`config.mk`:
```
export PLATFORM = sky130hd
export DESIGN_NAME = fp_add_top
export DESIGN_NICKNAME = d
export VERILOG_FILES = /design/src/rtl/fp_format_pkg.sv /design/src/rtl/fp_round_pkg.sv /design/src/rtl/fp_add_sequencer.sv /design/src/rtl/fp_special_case.sv /design/src/rtl/fp_mag_path.sv /design/src/rtl/fp_round_pack.sv /design/src/rtl/fp_add_top.sv
export VERILOG_INCLUDE_DIRS = /design/src /design/src/include
export SDC_FILE = /design/constraint.sdc
export NUM_CORES = 1
export LEC_CHECK = 0
export ABC_AREA = 1
export BUFFER_PORTS_ARGS = -buffer_cell sky130_fd_sc_hd__buf_2
export CORE_ASPECT_RATIO = 1.1
export CORE_MARGIN = 2
export CORE_UTILIZATION = 52
export DETAILED_ROUTE_END_ITERATION = 12
export GPL_TIMING_DRIVEN = 0
export PLACE_DENSITY = 0.7
export SYNTH_ARGS = -nofsm -noshare
export SYNTH_HDL_FRONTEND = slang
export SYNTH_SLANG_ARGS = --single-unit
```
`constraint.sdc`:
```
create_clock -name clk -period 13 [get_ports clk]
set_clock_uncertainty 0.1 [all_clocks]
set_input_delay 2.6 -clock clk [delete_from_list [all_inputs] [get_ports clk]]
set_output_delay 2.6 -clock clk [all_outputs]
set_load 0.05 [all_outputs]
```
`src/include/fp_add_macros.svh`:
```
// ====================
// Single precision format constants for the FP adder
// ====================

`ifndef FP_ADD_MACROS_SVH
`define FP_ADD_MACROS_SVH

// Field widths
`define FP_EXP_W 8
`define FP_MAN_W 23
`define FP_WORD_W 32

// Exponent value of infinity and NaN
`define FP_EXP_MAX 255

// Guard, round and sticky below the mantissa lsb
`define FP_GRS_W 3

// Quiet NaN returned for every invalid operation
`define FP_CANON_NAN 32'h7FC0_0000

`endif

```
`src/rtl/fp_format_pkg.sv`:
```
// ====================
// Operand word layout of the FP adder
// ====================

`include "fp_add_macros.svh"

package fp_format_pkg;

  // ====================
  // Field view
  // ====================
  typedef struct packed {
    logic                 sign;
    logic [`FP_EXP_W-1:0] exp;  // Biased exponent
    logic [`FP_MAN_W-1:0] man;  // Stored fraction, hidden bit not included
  } fp_fields_t;

  // ====================
  // One word, two readings
  // ====================
  // Raw bits for transport and compare, fields for decode and packing
  typedef union packed {
    logic [`FP_WORD_W-1:0] raw;
    fp_fields_t            fields;
  } fp_word_u;

endpackage

```
`src/rtl/fp_round_pkg.sv`:
```
// ====================
// Rounding mode codes of the FP adder
// ====================

package fp_round_pkg;

  // Same encoding as the RISC-V frm field
  localparam logic [2:0] RM_RNE = 3'd0;  // Nearest, ties to even
  localparam logic [2:0] RM_RTZ = 3'd1;  // Toward zero
  localparam logic [2:0] RM_RDN = 3'd2;  // Toward minus infinity
  localparam logic [2:0] RM_RUP = 3'd3;  // Toward plus infinity
  localparam logic [2:0] RM_RMM = 3'd4;  // Nearest, ties away from zero

  // Codes 5 to 7 fall back to truncation

endpackage

```
`src/rtl/fp_add_sequencer.sv`:
```
// ====================
// FP adder sequencer
// Captures the operands and steps the datapath stages
// ====================

`timescale 1ns/10ps

`include "fp_add_macros.svh"

module fp_add_sequencer (
  input  logic                  clk,
  input  logic                  reset_n,
  input  logic                  start,
  input  logic                  is_sub,
  input  logic [2:0]            rounding_mode,
  input  logic [`FP_WORD_W-1:0] operand_a,
  input  logic [`FP_WORD_W-1:0] operand_b,
  output logic                  busy,
  output logic                  done,
  output logic                  align_en,
  output logic                  add_en,
  output logic                  norm_en,
  output logic                  round_en,
  output logic [`FP_WORD_W-1:0] op_a,
  output logic [`FP_WORD_W-1:0] op_b,
  output logic [2:0]            rmode
);

  localparam logic [2:0] ST_IDLE  = 3'd0;
  localparam logic [2:0] ST_LOAD  = 3'd1;  // Operands held, nothing computed yet
  localparam logic [2:0] ST_ALIGN = 3'd2;
  localparam logic [2:0] ST_ADD   = 3'd3;
  localparam logic [2:0] ST_NORM  = 3'd4;
  localparam logic [2:0] ST_ROUND = 3'd5;
  localparam logic [2:0] ST_DONE  = 3'd6;

  logic [2:0] stage;
  logic       accept;

  assign accept = start && !busy;  // Also taken in the done cycle

  always_ff @(posedge clk or negedge reset_n) begin
    if (!reset_n) begin
      stage <= ST_IDLE;
    end else if (accept) begin
      stage <= ST_LOAD;
    end else if (stage == ST_DONE) begin
      stage <= ST_IDLE;
    end else if (stage != ST_IDLE) begin
      stage <= stage + 3'd1;
    end
  end

  // Subtract is an add with b negated
  always_ff @(posedge clk) begin
    if (accept) begin
      op_a  <= operand_a;
      op_b  <= {operand_b[`FP_WORD_W-1] ^ is_sub, operand_b[`FP_WORD_W-2:0]};
      rmode <= rounding_mode;
    end
  end

  assign busy     = (stage != ST_IDLE) && (stage != ST_DONE);
  assign done     = (stage == ST_DONE);
  assign align_en = (stage == ST_ALIGN);
  assign add_en   = (stage == ST_ADD);
  assign norm_en  = (stage == ST_NORM);
  assign round_en = (stage == ST_ROUND);

  // Single-cycle done pulse, outside the busy window
  a_done_pulse: assert property (@(posedge clk) disable iff (!reset_n)
    done |-> (!busy ##1 !done));

endmodule

```
`src/rtl/fp_special_case.sv`:
```
// ====================
// FP adder special cases
// Decodes NaN, infinity and zero operands into a ready result
// ====================

`timescale 1ns/10ps

`include "fp_add_macros.svh"

module fp_special_case (
  input  logic                  clk,
  input  logic                  reset_n,
  input  logic                  align_en,
  input  logic [`FP_WORD_W-1:0] op_a,
  input  logic [`FP_WORD_W-1:0] op_b,
  input  logic [2:0]            rmode,
  output logic                  special_hit,
  output logic [`FP_WORD_W-1:0] special_word,
  output logic                  special_nv
);

  fp_format_pkg::fp_word_u ua;
  fp_format_pkg::fp_word_u ub;
  fp_format_pkg::fp_word_u word;
  logic nan_a, nan_b, inf_a, inf_b, zero_a, zero_b;
  logic zero_sign;
  logic hit;
  logic nv;

  assign ua = op_a;
  assign ub = op_b;  // Sign already holds the subtract

  // ====================
  // Classification
  // ====================
  assign nan_a  = (ua.fields.exp == `FP_EXP_MAX) && (ua.fields.man != '0);
  assign nan_b  = (ub.fields.exp == `FP_EXP_MAX) && (ub.fields.man != '0);
  assign inf_a  = (ua.fields.exp == `FP_EXP_MAX) && (ua.fields.man == '0);
  assign inf_b  = (ub.fields.exp == `FP_EXP_MAX) && (ub.fields.man == '0);
  assign zero_a = (ua.fields.exp == '0);  // Subnormals flushed to zero
  assign zero_b = (ub.fields.exp == '0);

  // -0 only when both are negative, or either is in round down
  assign zero_sign = (rmode == fp_round_pkg::RM_RDN) ?
                     (ua.fields.sign | ub.fields.sign) :
                     (ua.fields.sign & ub.fields.sign);

  always_comb begin
    hit      = 1'b1;
    nv       = 1'b0;
    word.raw = `FP_CANON_NAN;
    if (nan_a || nan_b) begin
      nv = 1'b1;
    end else if (inf_a && inf_b && (ua.fields.sign != ub.fields.sign)) begin
      nv = 1'b1;  // Inf minus inf
    end else if (inf_a) begin
      word = ua;
    end else if (inf_b) begin
      word = ub;
    end else if (zero_a && zero_b) begin
      word.raw         = '0;
      word.fields.sign = zero_sign;
    end else if (zero_a) begin
      word = ub;
    end else if (zero_b) begin
      word = ua;
    end else begin
      hit = 1'b0;  // Normal pair, magnitude path owns it
    end
  end

  always_ff @(posedge clk or negedge reset_n) begin
    if (!reset_n) begin
      special_hit <= 1'b0;
      special_nv  <= 1'b0;
    end else if (align_en) begin
      special_hit <= hit;
      special_nv  <= nv;
    end
  end

  always_ff @(posedge clk) begin
    if (align_en) begin
      special_word <= word.raw;
    end
  end

  a_nv_is_nan: assert property (@(posedge clk) disable iff (!reset_n)
    special_nv |-> (special_word == `FP_CANON_NAN));

endmodule

```
`src/rtl/fp_mag_path.sv`:
```
// ====================
// FP adder magnitude path
// Align, add or subtract, then normalize the significands
// ====================

`timescale 1ns/10ps

`include "fp_add_macros.svh"

module fp_mag_path (
  input  logic                     clk,
  input  logic                     reset_n,
  input  logic                     align_en,
  input  logic                     add_en,
  input  logic                     norm_en,
  input  logic [`FP_WORD_W-1:0]    op_a,
  input  logic [`FP_WORD_W-1:0]    op_b,
  output logic                     res_sign,
  output logic signed [`FP_EXP_W:0] res_exp,
  output logic [`FP_MAN_W:0]       res_man,
  output logic                     guard,
  output logic                     round_bit,
  output logic                     sticky,
  output logic                     sum_zero,
  output logic                     tiny
);

  localparam int MANT_W  = `FP_MAN_W + 1;         // With hidden bit
  localparam int ALIGN_W = MANT_W + `FP_GRS_W;   // 27
  localparam int LZ_W    = $clog2(ALIGN_W + 1);

  fp_format_pkg::fp_word_u ua;
  fp_format_pkg::fp_word_u ub;
  logic [ALIGN_W-1:0]   ma, mb, m_small, shifted;
  logic [`FP_EXP_W-1:0] diff;
  logic                 a_big;
  logic                 lost;

  logic [ALIGN_W-1:0]   al_x, al_y;  // al_x never shifted unless a is smaller
  logic                 sign_x, sign_y;
  logic [`FP_EXP_W-1:0] exp_big;
  logic [ALIGN_W:0]     sum;         // Extra top bit for the carry

  logic [LZ_W-1:0]          lz;
  logic [ALIGN_W-1:0]       norm;
  logic signed [`FP_EXP_W:0] exp_ext;

  assign ua = op_a;
  assign ub = op_b;

  // ====================
  // Align
  // ====================
  always_comb begin
    ma      = {1'b1, ua.fields.man, {`FP_GRS_W{1'b0}}};
    mb      = {1'b1, ub.fields.man, {`FP_GRS_W{1'b0}}};
    a_big   = (ua.fields.exp >= ub.fields.exp);
    diff    = a_big ? (ua.fields.exp - ub.fields.exp) : (ub.fields.exp - ua.fields.exp);
    m_small = a_big ? mb : ma;
    // Anything pushed past bit 0 lands in the sticky, 27+ leaves just that
    lost    = |(m_small & ~({ALIGN_W{1'b1}} << diff));
    shifted = (m_small >> diff) | {{(ALIGN_W-1){1'b0}}, lost};
  end

  always_ff @(posedge clk) begin
    if (align_en) begin
      al_x    <= a_big ? ma : shifted;
      al_y    <= a_big ? shifted : mb;
      sign_x  <= ua.fields.sign;
      sign_y  <= ub.fields.sign;
      exp_big <= a_big ? ua.fields.exp : ub.fields.exp;
    end
  end

  // ====================
  // Add or subtract
  // ====================
  always_ff @(posedge clk) begin
    if (add_en) begin
      if (sign_x == sign_y) begin
        sum      <= {1'b0, al_x} + {1'b0, al_y};
        res_sign <= sign_x;
      end else if (al_x >= al_y) begin
        sum      <= {1'b0, al_x} - {1'b0, al_y};
        res_sign <= sign_x;
      end else begin
        sum      <= {1'b0, al_y} - {1'b0, al_x};
        res_sign <= sign_y;  // Larger magnitude wins the sign
      end
    end
  end

  assign sum_zero = (sum == '0);

  // ====================
  // Normalize
  // ====================
  always_comb begin
    lz = LZ_W'(ALIGN_W);
    for (int i = 0; i < ALIGN_W; i++) begin
      if (sum[i]) lz = LZ_W'(ALIGN_W - 1 - i);  // Highest set bit wins
    end
    norm = sum[ALIGN_W-1:0] << lz;
  end

  assign exp_ext = $signed({1'b0, exp_big});

  always_ff @(posedge clk) begin
    if (norm_en) begin
      if (sum[ALIGN_W]) begin  // Carry out, shift right by one
        res_man   <= sum[ALIGN_W -: MANT_W];
        guard     <= sum[`FP_GRS_W];
        round_bit <= sum[`FP_GRS_W-1];
        sticky    <= |sum[`FP_GRS_W-2:0];
        res_exp   <= exp_ext + 9'sd1;
      end else begin
        res_man   <= norm[ALIGN_W-1 -: MANT_W];
        guard     <= norm[`FP_GRS_W-1];
        round_bit <= norm[`FP_GRS_W-2];
        sticky    <= norm[0];
        res_exp   <= exp_ext - $signed({{(`FP_EXP_W+1-LZ_W){1'b0}}, lz});
      end
    end
  end

  assign tiny = (res_exp <= 9'sd0);  // Below the normal range

  a_norm_msb: assert property (@(posedge clk) disable iff (!reset_n)
    (norm_en && (sum != '0)) |=> res_man[MANT_W-1]);

endmodule

```
`src/rtl/fp_round_pack.sv`:
```
// ====================
// FP adder round and pack
// Rounds the normalized value and picks the final word and flags
// ====================

`timescale 1ns/10ps

`include "fp_add_macros.svh"

module fp_round_pack (
  input  logic                      clk,
  input  logic                      reset_n,
  input  logic                      round_en,
  input  logic [2:0]                rmode,
  input  logic                      special_hit,
  input  logic [`FP_WORD_W-1:0]     special_word,
  input  logic                      special_nv,
  input  logic                      res_sign,
  input  logic signed [`FP_EXP_W:0] res_exp,
  input  logic [`FP_MAN_W:0]        res_man,
  input  logic                      guard,
  input  logic                      round_bit,
  input  logic                      sticky,
  input  logic                      sum_zero,
  input  logic                      tiny,
  output logic [`FP_WORD_W-1:0]     result,
  output logic                      flag_nv,
  output logic                      flag_of,
  output logic                      flag_nx
);

  localparam logic signed [`FP_EXP_W:0] EXP_TOP = `FP_EXP_MAX;

  fp_format_pkg::fp_word_u word;
  fp_format_pkg::fp_word_u res_u;
  logic                  inexact;
  logic                  round_up;
  logic [`FP_WORD_W-2:0] rounded;  // Exponent and fraction together
  logic                  ovf;
  logic                  nxt_nv, nxt_of, nxt_nx;

  // ====================
  // Rounding
  // ====================
  assign inexact = guard | round_bit | sticky;

  always_comb begin
    case (rmode)
      fp_round_pkg::RM_RNE: round_up = guard & (round_bit | sticky | res_man[0]);
      fp_round_pkg::RM_RDN: round_up = res_sign & inexact;
      fp_round_pkg::RM_RUP: round_up = ~res_sign & inexact;
      fp_round_pkg::RM_RMM: round_up = guard;
      default:              round_up = 1'b0;  // RTZ and unused codes
    endcase
  end

  // Fraction carry ripples into the exponent
  assign rounded = {res_exp[`FP_EXP_W-1:0], res_man[`FP_MAN_W-1:0]} +
                   {{(`FP_WORD_W-2){1'b0}}, round_up};
  assign ovf = (res_exp >= EXP_TOP) || (&rounded[`FP_WORD_W-2 -: `FP_EXP_W]);

  // ====================
  // Result select
  // ====================
  always_comb begin
    word.raw = '0;
    nxt_nv   = 1'b0;
    nxt_of   = 1'b0;
    nxt_nx   = 1'b0;
    if (special_hit) begin
      word.raw = special_word;
      nxt_nv   = special_nv;
    end else if (sum_zero) begin
      word.fields.sign = (rmode == fp_round_pkg::RM_RDN);  // Exact cancellation
    end else if (tiny) begin
      word.fields.sign = res_sign;  // Flushed, no subnormals
      nxt_nx           = 1'b1;
    end else if (ovf) begin
      word.fields.sign = res_sign;
      word.fields.exp  = '1;
      nxt_of           = 1'b1;
      nxt_nx           = 1'b1;
    end else begin
      word.raw = {res_sign, rounded};
      nxt_nx   = inexact;
    end
  end

  always_ff @(posedge clk or negedge reset_n) begin
    if (!reset_n) begin
      result  <= '0;
      flag_nv <= 1'b0;
      flag_of <= 1'b0;
      flag_nx <= 1'b0;
    end else if (round_en) begin
      result  <= word.raw;
      flag_nv <= nxt_nv;
      flag_of <= nxt_of;
      flag_nx <= nxt_nx;
    end
  end

  // NaN payloads from the inputs never leak out
  assign res_u = result;

  a_canon_nan: assert property (@(posedge clk) disable iff (!reset_n)
    ((res_u.fields.exp == `FP_EXP_MAX) && (res_u.fields.man != '0)) |->
    (result == `FP_CANON_NAN));

endmodule

```
`src/rtl/fp_add_top.sv`:
```
// ====================
// Multi-cycle single precision FP adder and subtractor
// ====================

`timescale 1ns/10ps

`include "fp_add_macros.svh"

module fp_add_top (
  input  logic                  clk,
  input  logic                  reset_n,
  input  logic                  start,
  input  logic                  is_sub,
  input  logic [2:0]            rounding_mode,
  input  logic [`FP_WORD_W-1:0] operand_a,
  input  logic [`FP_WORD_W-1:0] operand_b,
  output logic                  busy,
  output logic                  done,
  output logic [`FP_WORD_W-1:0] result,
  output logic                  flag_nv,
  output logic                  flag_of,
  output logic                  flag_nx
);

  // Stage strobes and captured operands
  logic                  align_en, add_en, norm_en, round_en;
  logic [`FP_WORD_W-1:0] op_a, op_b;
  logic [2:0]            rmode;

  // Special-case result
  logic                  special_hit, special_nv;
  logic [`FP_WORD_W-1:0] special_word;

  // Normalized magnitude
  logic                      res_sign;
  logic signed [`FP_EXP_W:0] res_exp;
  logic [`FP_MAN_W:0]        res_man;
  logic                      guard, round_bit, sticky, sum_zero, tiny;

  fp_add_sequencer u_seq (
    .clk, .reset_n, .start, .is_sub, .rounding_mode, .operand_a, .operand_b,
    .busy, .done, .align_en, .add_en, .norm_en, .round_en, .op_a, .op_b, .rmode
  );

  fp_special_case u_special (
    .clk, .reset_n, .align_en, .op_a, .op_b, .rmode,
    .special_hit, .special_word, .special_nv
  );

  fp_mag_path u_mag (
    .clk, .reset_n, .align_en, .add_en, .norm_en, .op_a, .op_b,
    .res_sign, .res_exp, .res_man, .guard, .round_bit, .sticky, .sum_zero, .tiny
  );

  fp_round_pack u_round (
    .clk, .reset_n, .round_en, .rmode, .special_hit, .special_word, .special_nv,
    .res_sign, .res_exp, .res_man, .guard, .round_bit, .sticky, .sum_zero, .tiny,
    .result, .flag_nv, .flag_of, .flag_nx
  );

endmodule

```
==> Word-level counts from Yosys, hierarchy flattened <==
Index checks and enable logic that the tools add are counted.
{ "totals": {"reg_bits": 267, "output_inout_bits": 37} }
{ "op_classes": {"add_sub_neg": 9, "n_lt_le_gt_ge": 4, "eq_ne": 13, "shifts": 3, "mux": 75, "bitwise_logic": 14, "n_reduce_logical": 26} }
{ "ops": {"columns": ["operator", "count"], "rows": [
  ["32-bit 2-to-1 mux", 6],
  ["5-bit 2-to-1 mux", 16],
  ["26-bit 2-to-1 mux", 3],
  ["31-bit 2-to-1 mux", 2],
  ["28-bit 2-to-1 mux", 2],
  ["27-bit by 27-bit subtractor with 28-bit output", 2],
  ["23-bit logical NOT", 2],
  ["23-bit 2-to-1 mux", 2],
  ["23-bit nonzero test", 2],
  ["4-bit 2-to-1 mux", 8],
  ["31-bit by 1-bit adder with 31-bit output", 1],
  ["27-bit by 27-bit adder with 28-bit output", 1],
  ["28-bit logical NOT", 1],
  ["27-bit bitwise AND", 1],
  ["27-bit >= comparator", 1],
  ["27-bit inverter", 1],
  ["27-bit by 1-bit bitwise OR with 27-bit output", 1],
  ["27-bit OR reduction", 1],
  ["27-bit by 5-bit left shift with 26-bit output", 1],
  ["27-bit by 8-bit left shift with 27-bit output, first input constant", 1],
  ["27-bit by 8-bit right shift with 27-bit output", 1],
  ["1-bit 2-to-1 mux", 26],
  ["8-bit 2-to-1 mux", 3],
  ["8-bit == test, second input constant", 2],
  ["other kinds (28)", 57]
]} }

==> Longest topological paths before layout <==
Gate-level depths: netlist of the first run.
{ "depth": {"word_depth": 29, "depth_mapped": 39, "mapped_depth_nobuf": 38} }

==> Hierarchy <==
Synthesis of the first run repeated with hierarchy kept, for this count alone.
{ "unflattened": {"cells_unflattened": 2831, "hier_area_um2": 20876.3} }
{ "modules_own_cells": {"columns": ["module", "n_inst", "cells_each", "area_each_um2"], "rows": [
  ["fp_mag_path", 1, 2093, 13793.2],
  ["fp_round_pack", 1, 411, 2752.6],
  ["fp_add_sequencer", 1, 94, 2225.9],
  ["fp_special_case", 1, 233, 2104.5]
]} }

==> Least setup slack after synthesis of the first run <==
Ideal clock, no wire load.
{ "synth_path": {"path_type": "input port to flip-flop", "from": "input start", "to": "register u_seq.op_a[0] (enable)", "setup_ns": 0.493, "arrival_ns": 5.435, "t_required_ns": 12.407, "path_slack_ns": 6.972, "cell_stages": 2, "path_cell_list": "inv_1 nor2_1"} }
{ "synth_via": {"elab_chain_cells": 1} }
{ "synth_rtl": {"columns": ["item", "line", "source"], "rows": [
  ["from (decl)", "fp_add_top.sv:12", "input logic start,"],
  ["1-bit logical AND", "fp_add_sequencer.sv:40", "assign accept = start && !busy;"],
  ["via u_seq.accept", "fp_add_sequencer.sv:38", "logic accept;"],
  ["to (signal assigned)", "fp_add_sequencer.sv:57", "op_a <= operand_a;"],
  ["to (decl)", "fp_add_sequencer.sv:24", "output logic [`FP_WORD_W-1:0] op_a,"]
]} }
The timed path passes the listed nets, and every way through them passes these cells.
A chain may end at the register's enable or synchronous reset.

==> Worst setup path after layout of the first run <==
{ "layout_path": {"from": "register u_mag.sum[7]", "to": "register u_mag.res_exp[8], data pin"} }
{ "layout_via": {"elab_chain_cells": 22} }
{ "layout_rtl": {"columns": ["item", "line", "source"], "rows": [
  ["from (decl)", "fp_mag_path.sv:42", "logic [ALIGN_W:0] sum;"],
  ["from (signal assigned)", "fp_mag_path.sv:81", "sum <= {1'b0, al_x} + {1'b0, al_y};"],
  ["from (signal assigned)", "fp_mag_path.sv:84", "sum <= {1'b0, al_x} - {1'b0, al_y};"],
  ["from (signal assigned)", "fp_mag_path.sv:87", "sum <= {1'b0, al_y} - {1'b0, al_x};"],
  ["4-bit 2-to-1 mux (4 in series)", "fp_mag_path.sv:101", "if (sum[i]) lz = LZ_W'(ALIGN_W - 1 - i);"],
  ["5-bit 2-to-1 mux (16 in series)", "fp_mag_path.sv:101", null],
  ["8-bit by 5-bit subtractor with 9-bit output", "fp_mag_path.sv:121", "res_exp <= exp_ext - $signed({{(`FP_EXP_W+1-LZ_W){1'b0}}, lz});"],
  ["9-bit 2-to-1 mux", "fp_mag_path.sv:110", "if (sum[ALIGN_W]) begin"],
  ["to (signal assigned)", "fp_mag_path.sv:115", "res_exp <= exp_ext + 9'sd1;"],
  ["to (signal assigned)", "fp_mag_path.sv:121", null],
  ["to (decl)", "fp_mag_path.sv:19", "output logic signed [`FP_EXP_W:0] res_exp,"]
]} }
Every way passes these cells.

==> impl_metrics.csv, run 1 <==
group,metric,value,unit
clocking,insertion_delay,0.60,ns
timing,worst_pin_slew,1.256,ns
clocking,cts_htree_levels,1,
finish,fin_cells,3307,
finish,diodes,0,
global_routing,grt_use_total,36.56,%
routing,drcViolationCount,0,
synth,synth_top_area_share,34.06,%
routing,wl_per_cell,22.33,um
setup_path,path_max_fanout,10,
setup_path,crit_type,"reg -> reg",
timing,fin_crit,5.172,ns
routing,ant_nets,0,
global_routing,grt_overflow,0,
synth,synthFlopType,"edfxtp_1",
die,initial_core_util,52.66,%
setup_path,cp.arrival,5.41,ns
timing,max_slew_margin,15.51,%
global_routing,grt_pass1_vias,18920,
placed_design,placed_area,21280,sq um
setup_path,critical_path.startpoint_type,"flop",
timing,fin_crit_sh,39.78,%
finish,final_net_count,2973,
global_routing,grt_max_degree,41,
timing,rsz0062_at_grt,"false",
finish,fin_area,22270,sq um
finish,syn2layout_area_growth,11.27,%
clocking,clockBufferDepth,3,
die,core,38010,sq um
synth,async_flop_share,14.98,%
timing,hold_violations,0,
placed_design,dpl.hpwl,58760,um
synth,ys_warn_count,0,
job,drv_cap,0,
clocking,ctsHoldBuffers,0,
die,dieWidth,191.1,um
min_path,min_from,"u_round.result[1]$_DFFE_PN0N_",
timing,holdWs,0.3841,ns
synth,synth_edf_count,227,
setup_path,rr_startpoint,"u_mag.sum[7]$_DFFE_PN_",
placed_design,portBuffers,107,
synth,ys_types,69,
clocking,cts.sinks,267,
synth,synth_most_common_cell,"nand2_1",
synth,synth.net_count,2831,
clocking,ctsResizeCount,0,
timing,setup_tns,0,ns
clocking,cts_setup_buffers,0,
synth,synth.area.top_cells,"edfxtp_1, nand2_1, ha_1",
timing,fmax,193.3,MHz
run_status,status,"finished, final reports clean",
synth,syn-cell-area,20010,sq um
clocking,clockRootBuffer,"clkbuf_16",
synth,synth-seq-cells,267,
routing,finalWirelength,73850,um
setup_path,crit_path_start,"u_mag.sum[7]$_DFFE_PN_",
synth,yosysSeqAreaShare,39.06,%
routing,drt_iter0_markers,2490,
synth,synth_top_cell_by_area,"edfxtp_1",
routing,vias,19940,
timing,setup_viol,0,
global_routing,grt_pass1_wl,110600,um
setup_path,worst_setup_path_end_kind,"flop",
setup_path,r2r_cells,19,
clocking,numCtsBuffers,29,
routing,viasPerCell,6.030,
placed_design,place_congestion,1.038,
synth,syn_inst,2642,
placed_design,dpl.cell_count,3253,
die,fp.dieH,209.8,um
global_routing,antenna_found_initial,0,
clocking,clkTransAtPathRegs,0.07,ns
finish,drive_gt1_share,8.657,%
synth,ys_top_cells_by_count,"nand2_1, inv_1, edfxtp_1, nand3_1, o21ai_0",
die,fp-row-count,75,
timing,finalMaxSlewViolations,0,
routing,first_pass_iters,6,
clocking,tritoncts,"yes",
die,ios,108,
setup_path,cp_data_required_time,13.24,ns
synth,avgSynthCellArea,7.575,sq um
min_path,hp-class,"reg -> reg",
min_path,min_path_cells,2,
setup_path,r2r_slack,7.83,ns
die,die_area,40080,sq um
final cells by class:
class | count | area [sq um]
buffer | 111 | 493.0
clock buffer | 33 | 740.7
clock inverter | 21 | 249.0
fill | 3495 | 15740
inverter | 336 | 1264
multi-input combinational | 1928 | 10470
sequential | 267 | 7818
tap | 500 | 625.6
timing repair buffer | 111 | 615.6
placed cells by master, fill, tap and decap left out, types with 6 or more instances in the layout:
cell type / count
fa_1: 6
edfxtp_1: 227
xor2_1: 56
o21a_1: 10
nor2_1: 217
nor3_1: 26
a2bb2oi_1: 7
clkbuf_1: 76
o211ai_1: 30
ha_1: 111
clkinv_1: 6
o21bai_1: 9
o221ai_1: 7
o21ai_0: 221
and2_1: 7
a211oi_1: 7
o21ai_1: 42
dfrtp_1: 40
o22ai_1: 14
nand2_1: 598
nand3_1: 227
mux2i_1: 8
a31oi_1: 11
buf_2: 135
clkbuf_16: 29
o31ai_1: 10
inv_1: 318
nor2_4: 6
a22oi_1: 13
inv_2: 13
a21oi_1: 172
nand4_1: 28
nor4_1: 22
stage by stage:
step / utilization (%) / setup slack (ns)
6_report: 58.60 / 7.828
5_1_grt: 58.60 / 7.378
4_1_cts: 58.59 / 7.912
3_5_place_dp: 55.99 / 7.919
3_3_place_gp: 55.72 / 6.022
2_1_floorplan: - / 6.972
cells by family (layout without fill, tap and decap cells):
group                      count (synthesis)  in the layout  synth area share [%]
AOI/OAI and AO/OA                        581            581                 16.51
xor gates and xnor gates                  63             63                 2.832
adders and majority gates                118            118                 7.602
buffers and inverters                    447            612                 8.777
DFF                                      267            267                 39.06
muxes                                      8              8                0.4001
and+or+nand+nor                         1158           1158                 24.82
registers in the layout, summed over array words and instances, names as in the netlist, 8 cells and up:
| register | count |
|---|---|
| u_round.result | 32 |
| u_seq.op_a | 32 |
| u_seq.op_b | 32 |
| u_special.special_word | 32 |
| u_mag.sum | 28 |
| u_mag.al_x | 27 |
| u_mag.al_y | 27 |
| u_mag.res_man | 23 |
| u_mag.res_exp | 9 |
| u_mag.exp_big | 8 |
path summary, 6_finish.rpt:
check | end
max | u_mag.res_exp[8]$_DFFE_PN_
max reg2reg | u_mag.res_exp[8]$_DFFE_PN_
min reg2reg | u_round.result[1]$_DFFE_PN0N_
min | u_round.result[1]$_DFFE_PN0N_
max in group asynchronous | u_round.flag_of$_DFFE_PN0N_
min in group asynchronous | u_round.result[1]$_DFFE_PN0N_
layer usage:
metal	vias up	share of wire [%]	GRT usage [%]
met2	1097	48	61.97
met3	238	8.0	4.482
met1	9379	38	45.61
met4	0	5.8	19.23
li1	9228	-	-
met5	-	0	0
worst max-delay path: stages (launching register included):
cell      delay, ns
edfxtp_1       0.42
nor4_1         0.37
o21ai_0        0.17
nand3_1        0.11
nand3_1        0.12
a21oi_1        0.78
clkinv_1       0.59
clkbuf_1       0.41
nand2_1        0.13
nor2_1         0.05
ha_1           0.29
inv_1          0.03
nor2_1         0.23
ha_1           0.33
a21oi_1        0.17
nor2_1         0.05
nor2_1         0.15
o21ai_0        0.12
a21oi_1        0.20
xnor2_1        0.08
Power of run 1 is not shown: default switching activity piles up to over one toggle a cycle in this logic, so the estimate is an artifact.
==> run 2: changes to the inputs <==
Clock period 13 ns to 4.9 ns, I/O delays scaled along.
==> run 2 against run 1 <==
  * First-iteration DRC count is 5.0% lower
  * Cell count increased by 0.15%
  * Sequential cell count is the same
  * Critical path depth fell by 2
  * Routed wire length rose by 1.7%
  * Hold slack worse by 0.0071 ns
  * Global-route usage increased by 0.46 points
  * Maximum frequency is 12% higher
  * Count of clock-buffer cells in the layout rose by 3
  * Sequential share of layout area shrank 0.12 points
  * Via count is 0.77% higher
  * Largest cell class unchanged
==> impl_metrics.csv, run 2 (same netlist as run 1, synthesis figures left out) <==
group,metric,value,unit
global_routing,grt_overflow,0,
setup_path,cp_top_family,"compound AO/OA/AOI/OAI gates",
clocking,clockBufferDepth,3,
clocking,insertion_delay,0.58,ns
finish,layout_common_cells,"nand2_1, inv_1, edfxtp_1",
global_routing,grt_pass1_wl,112500,um
placed_design,dpl.hpwl,59930,um
global_routing,grt_pass1_vias,19250,
timing,setup_tns,0,ns
timing,hold_violations,0,
timing,worst_pin_slew,0.9158,ns
setup_path,critPathMaxStageDelay,0.50,ns
routing,wl_per_cell,22.68,um
routing,drcViolationCount,0,
die,ios,108,
placed_design,place_congestion,1.046,
timing,fin_crit,4.620,ns
finish,syn2layout_area_growth,11.65,%
setup_path,crit_chain,"inv_1 -> ha_1 -> clkbuf_1 -> nand4_1 -> nand3_2 -> inv_2 -> or2_1 -> o21ai_1 -> buf_4 -> inv_2 -> o21ai_1 -> inv_1 -> o31ai_2 -> nand2_1 -> a21oi_1 -> o21ai_1 -> o21ai_1",
finish,fin_util,58.80,%
die,core,38010,sq um
die,initial_core_util,52.66,%
timing,finalMaxSlewViolations,0,
routing,vias,20100,
setup_path,critical_path.startpoint_type,"flop",
setup_path,worst_setup_path_end_kind,"flop",
global_routing,grt_max_degree,42,
clocking,clkTransAtPathRegs,0.06,ns
clocking,tritoncts,"yes",
routing,first_pass_iters,9,
die,fp.dieH,209.8,um
die,dieWidth,191.1,um
setup_path,critical_path_buf_inv_count,6,
routing,finalWirelength,75120,um
routing,drt_iter0_markers,2366,
placed_design,portBuffers,107,
job,drv_cap,0,
routing,ant_nets,0,
timing,max_slew_margin,37.37,%
clocking,cts_htree_levels,1,
finish,final_net_count,2978,
clocking,clockRootBuffer,"clkbuf_16",
finish,diodes,0,
global_routing,grt_use_total,37.02,%
setup_path,cp_data_required_time,5.21,ns
timing,fmax,216.4,MHz
timing,fin_crit_sh,94.29,%
die,fp-row-count,75,
setup_path,crit_type,"reg -> reg",
timing,setup_viol,0,
min_path,hp-class,"reg -> reg",
clocking,cts.sinks,267,
finish,drive_gt1_share,9.388,%
setup_path,crit_path_frequent_cell,"o21ai_1",
setup_path,path_max_fanout,10,
finish,final_common_cell,"nand2_1",
run_status,status,"finished, final reports clean",
setup_path,cp.arrival,4.93,ns
clocking,numCtsBuffers,29,
global_routing,antenna_found_initial,1,
die,die_area,40080,sq um
routing,viasPerCell,6.067,
setup_path,crit_slowest_cell,"clkbuf_1",
## run 2: per-stage QoR
stage / setup WS [ns] / std cells / hold slack, ns / cell area, sq um
6_report: 0.2800 / 3312 / 0.3769 / 22350
5_1_grt: -0.03966 / 3312 / 0.3927 / 22350
4_1_cts: 0.0005902 / 3308 / 0.3808 / 22250
3_5_place_dp: -0.3228 / 3253 / 0.3655 / 21290
3_3_place_gp: -0.5502 / 3249 / 0.3634 / 21180
2_1_floorplan: 0.4441 / 2642 / 0.3537 / 20020
## run 2: worst register-to-register path, cell delays in order (launching register included)
cell	delay (ns)
edfxtp_1	0.48
inv_1	0.07
ha_1	0.27
clkbuf_1	0.50
nand4_1	0.20
nand3_2	0.16
inv_2	0.14
or2_1	0.23
o21ai_1	0.31
buf_4	0.27
inv_2	0.10
o21ai_1	0.37
inv_1	0.14
o31ai_2	0.25
nand2_1	0.12
a21oi_1	0.39
o21ai_1	0.16
o21ai_1	0.19
## run 2: final timing paths
path                                                   to  depth (start not counted)  slack, ns                        start
max                               u_mag.al_y[3]$_DFFE_PN_                         17       0.28     u_seq.op_a[23]$_DFFE_PP_
min                           u_round.flag_nv$_DFFE_PN0N_                          2       0.38  u_round.flag_nv$_DFFE_PN0N_
max reg2reg                       u_mag.al_y[3]$_DFFE_PN_                         17       0.28     u_seq.op_a[23]$_DFFE_PP_
min reg2reg                   u_round.flag_nv$_DFFE_PN0N_                          2       0.38  u_round.flag_nv$_DFFE_PN0N_
max in group asynchronous   u_round.result[5]$_DFFE_PN0N_                          1       3.69                      reset_n
min in group asynchronous  u_round.result[26]$_DFFE_PN0N_                          1       0.43                      reset_n
## run 2: area by class of cell
cell class | count | area (sq um)
Buffer | 111 | 496.7
Clock buffer | 36 | 762.0
Clock inverter | 18 | 178.9
Fill cell | 3478 | 15660
Inverter | 336 | 1277
Multi-Input combinational cell | 1928 | 10530
Sequential cell | 267 | 7818
Tap cell | 500 | 625.6
Timing Repair Buffer | 116 | 660.6
## run 2: repair_timing
action | CTS | global route
gates resized for setup | 7 | 16
buffers inserted | 1 | 4
hold buffers | 0 | 0
endpoints found under the setup margin | 2 | 4
cloned | 0 | 0
pin swaps | 0 | 0
endpoints found under the hold margin | 0 | 0
## run 2: metal layers
metal	vias up	global-route usage (%)	routed length, um
li1	9252	-	-
met1	9348	46.05	29060
met2	1171	60.69	34940
met3	322	5.301	5749
met4	2	22.94	5354
met5	-	0	9
Power of run 2 is left out for the same reason.
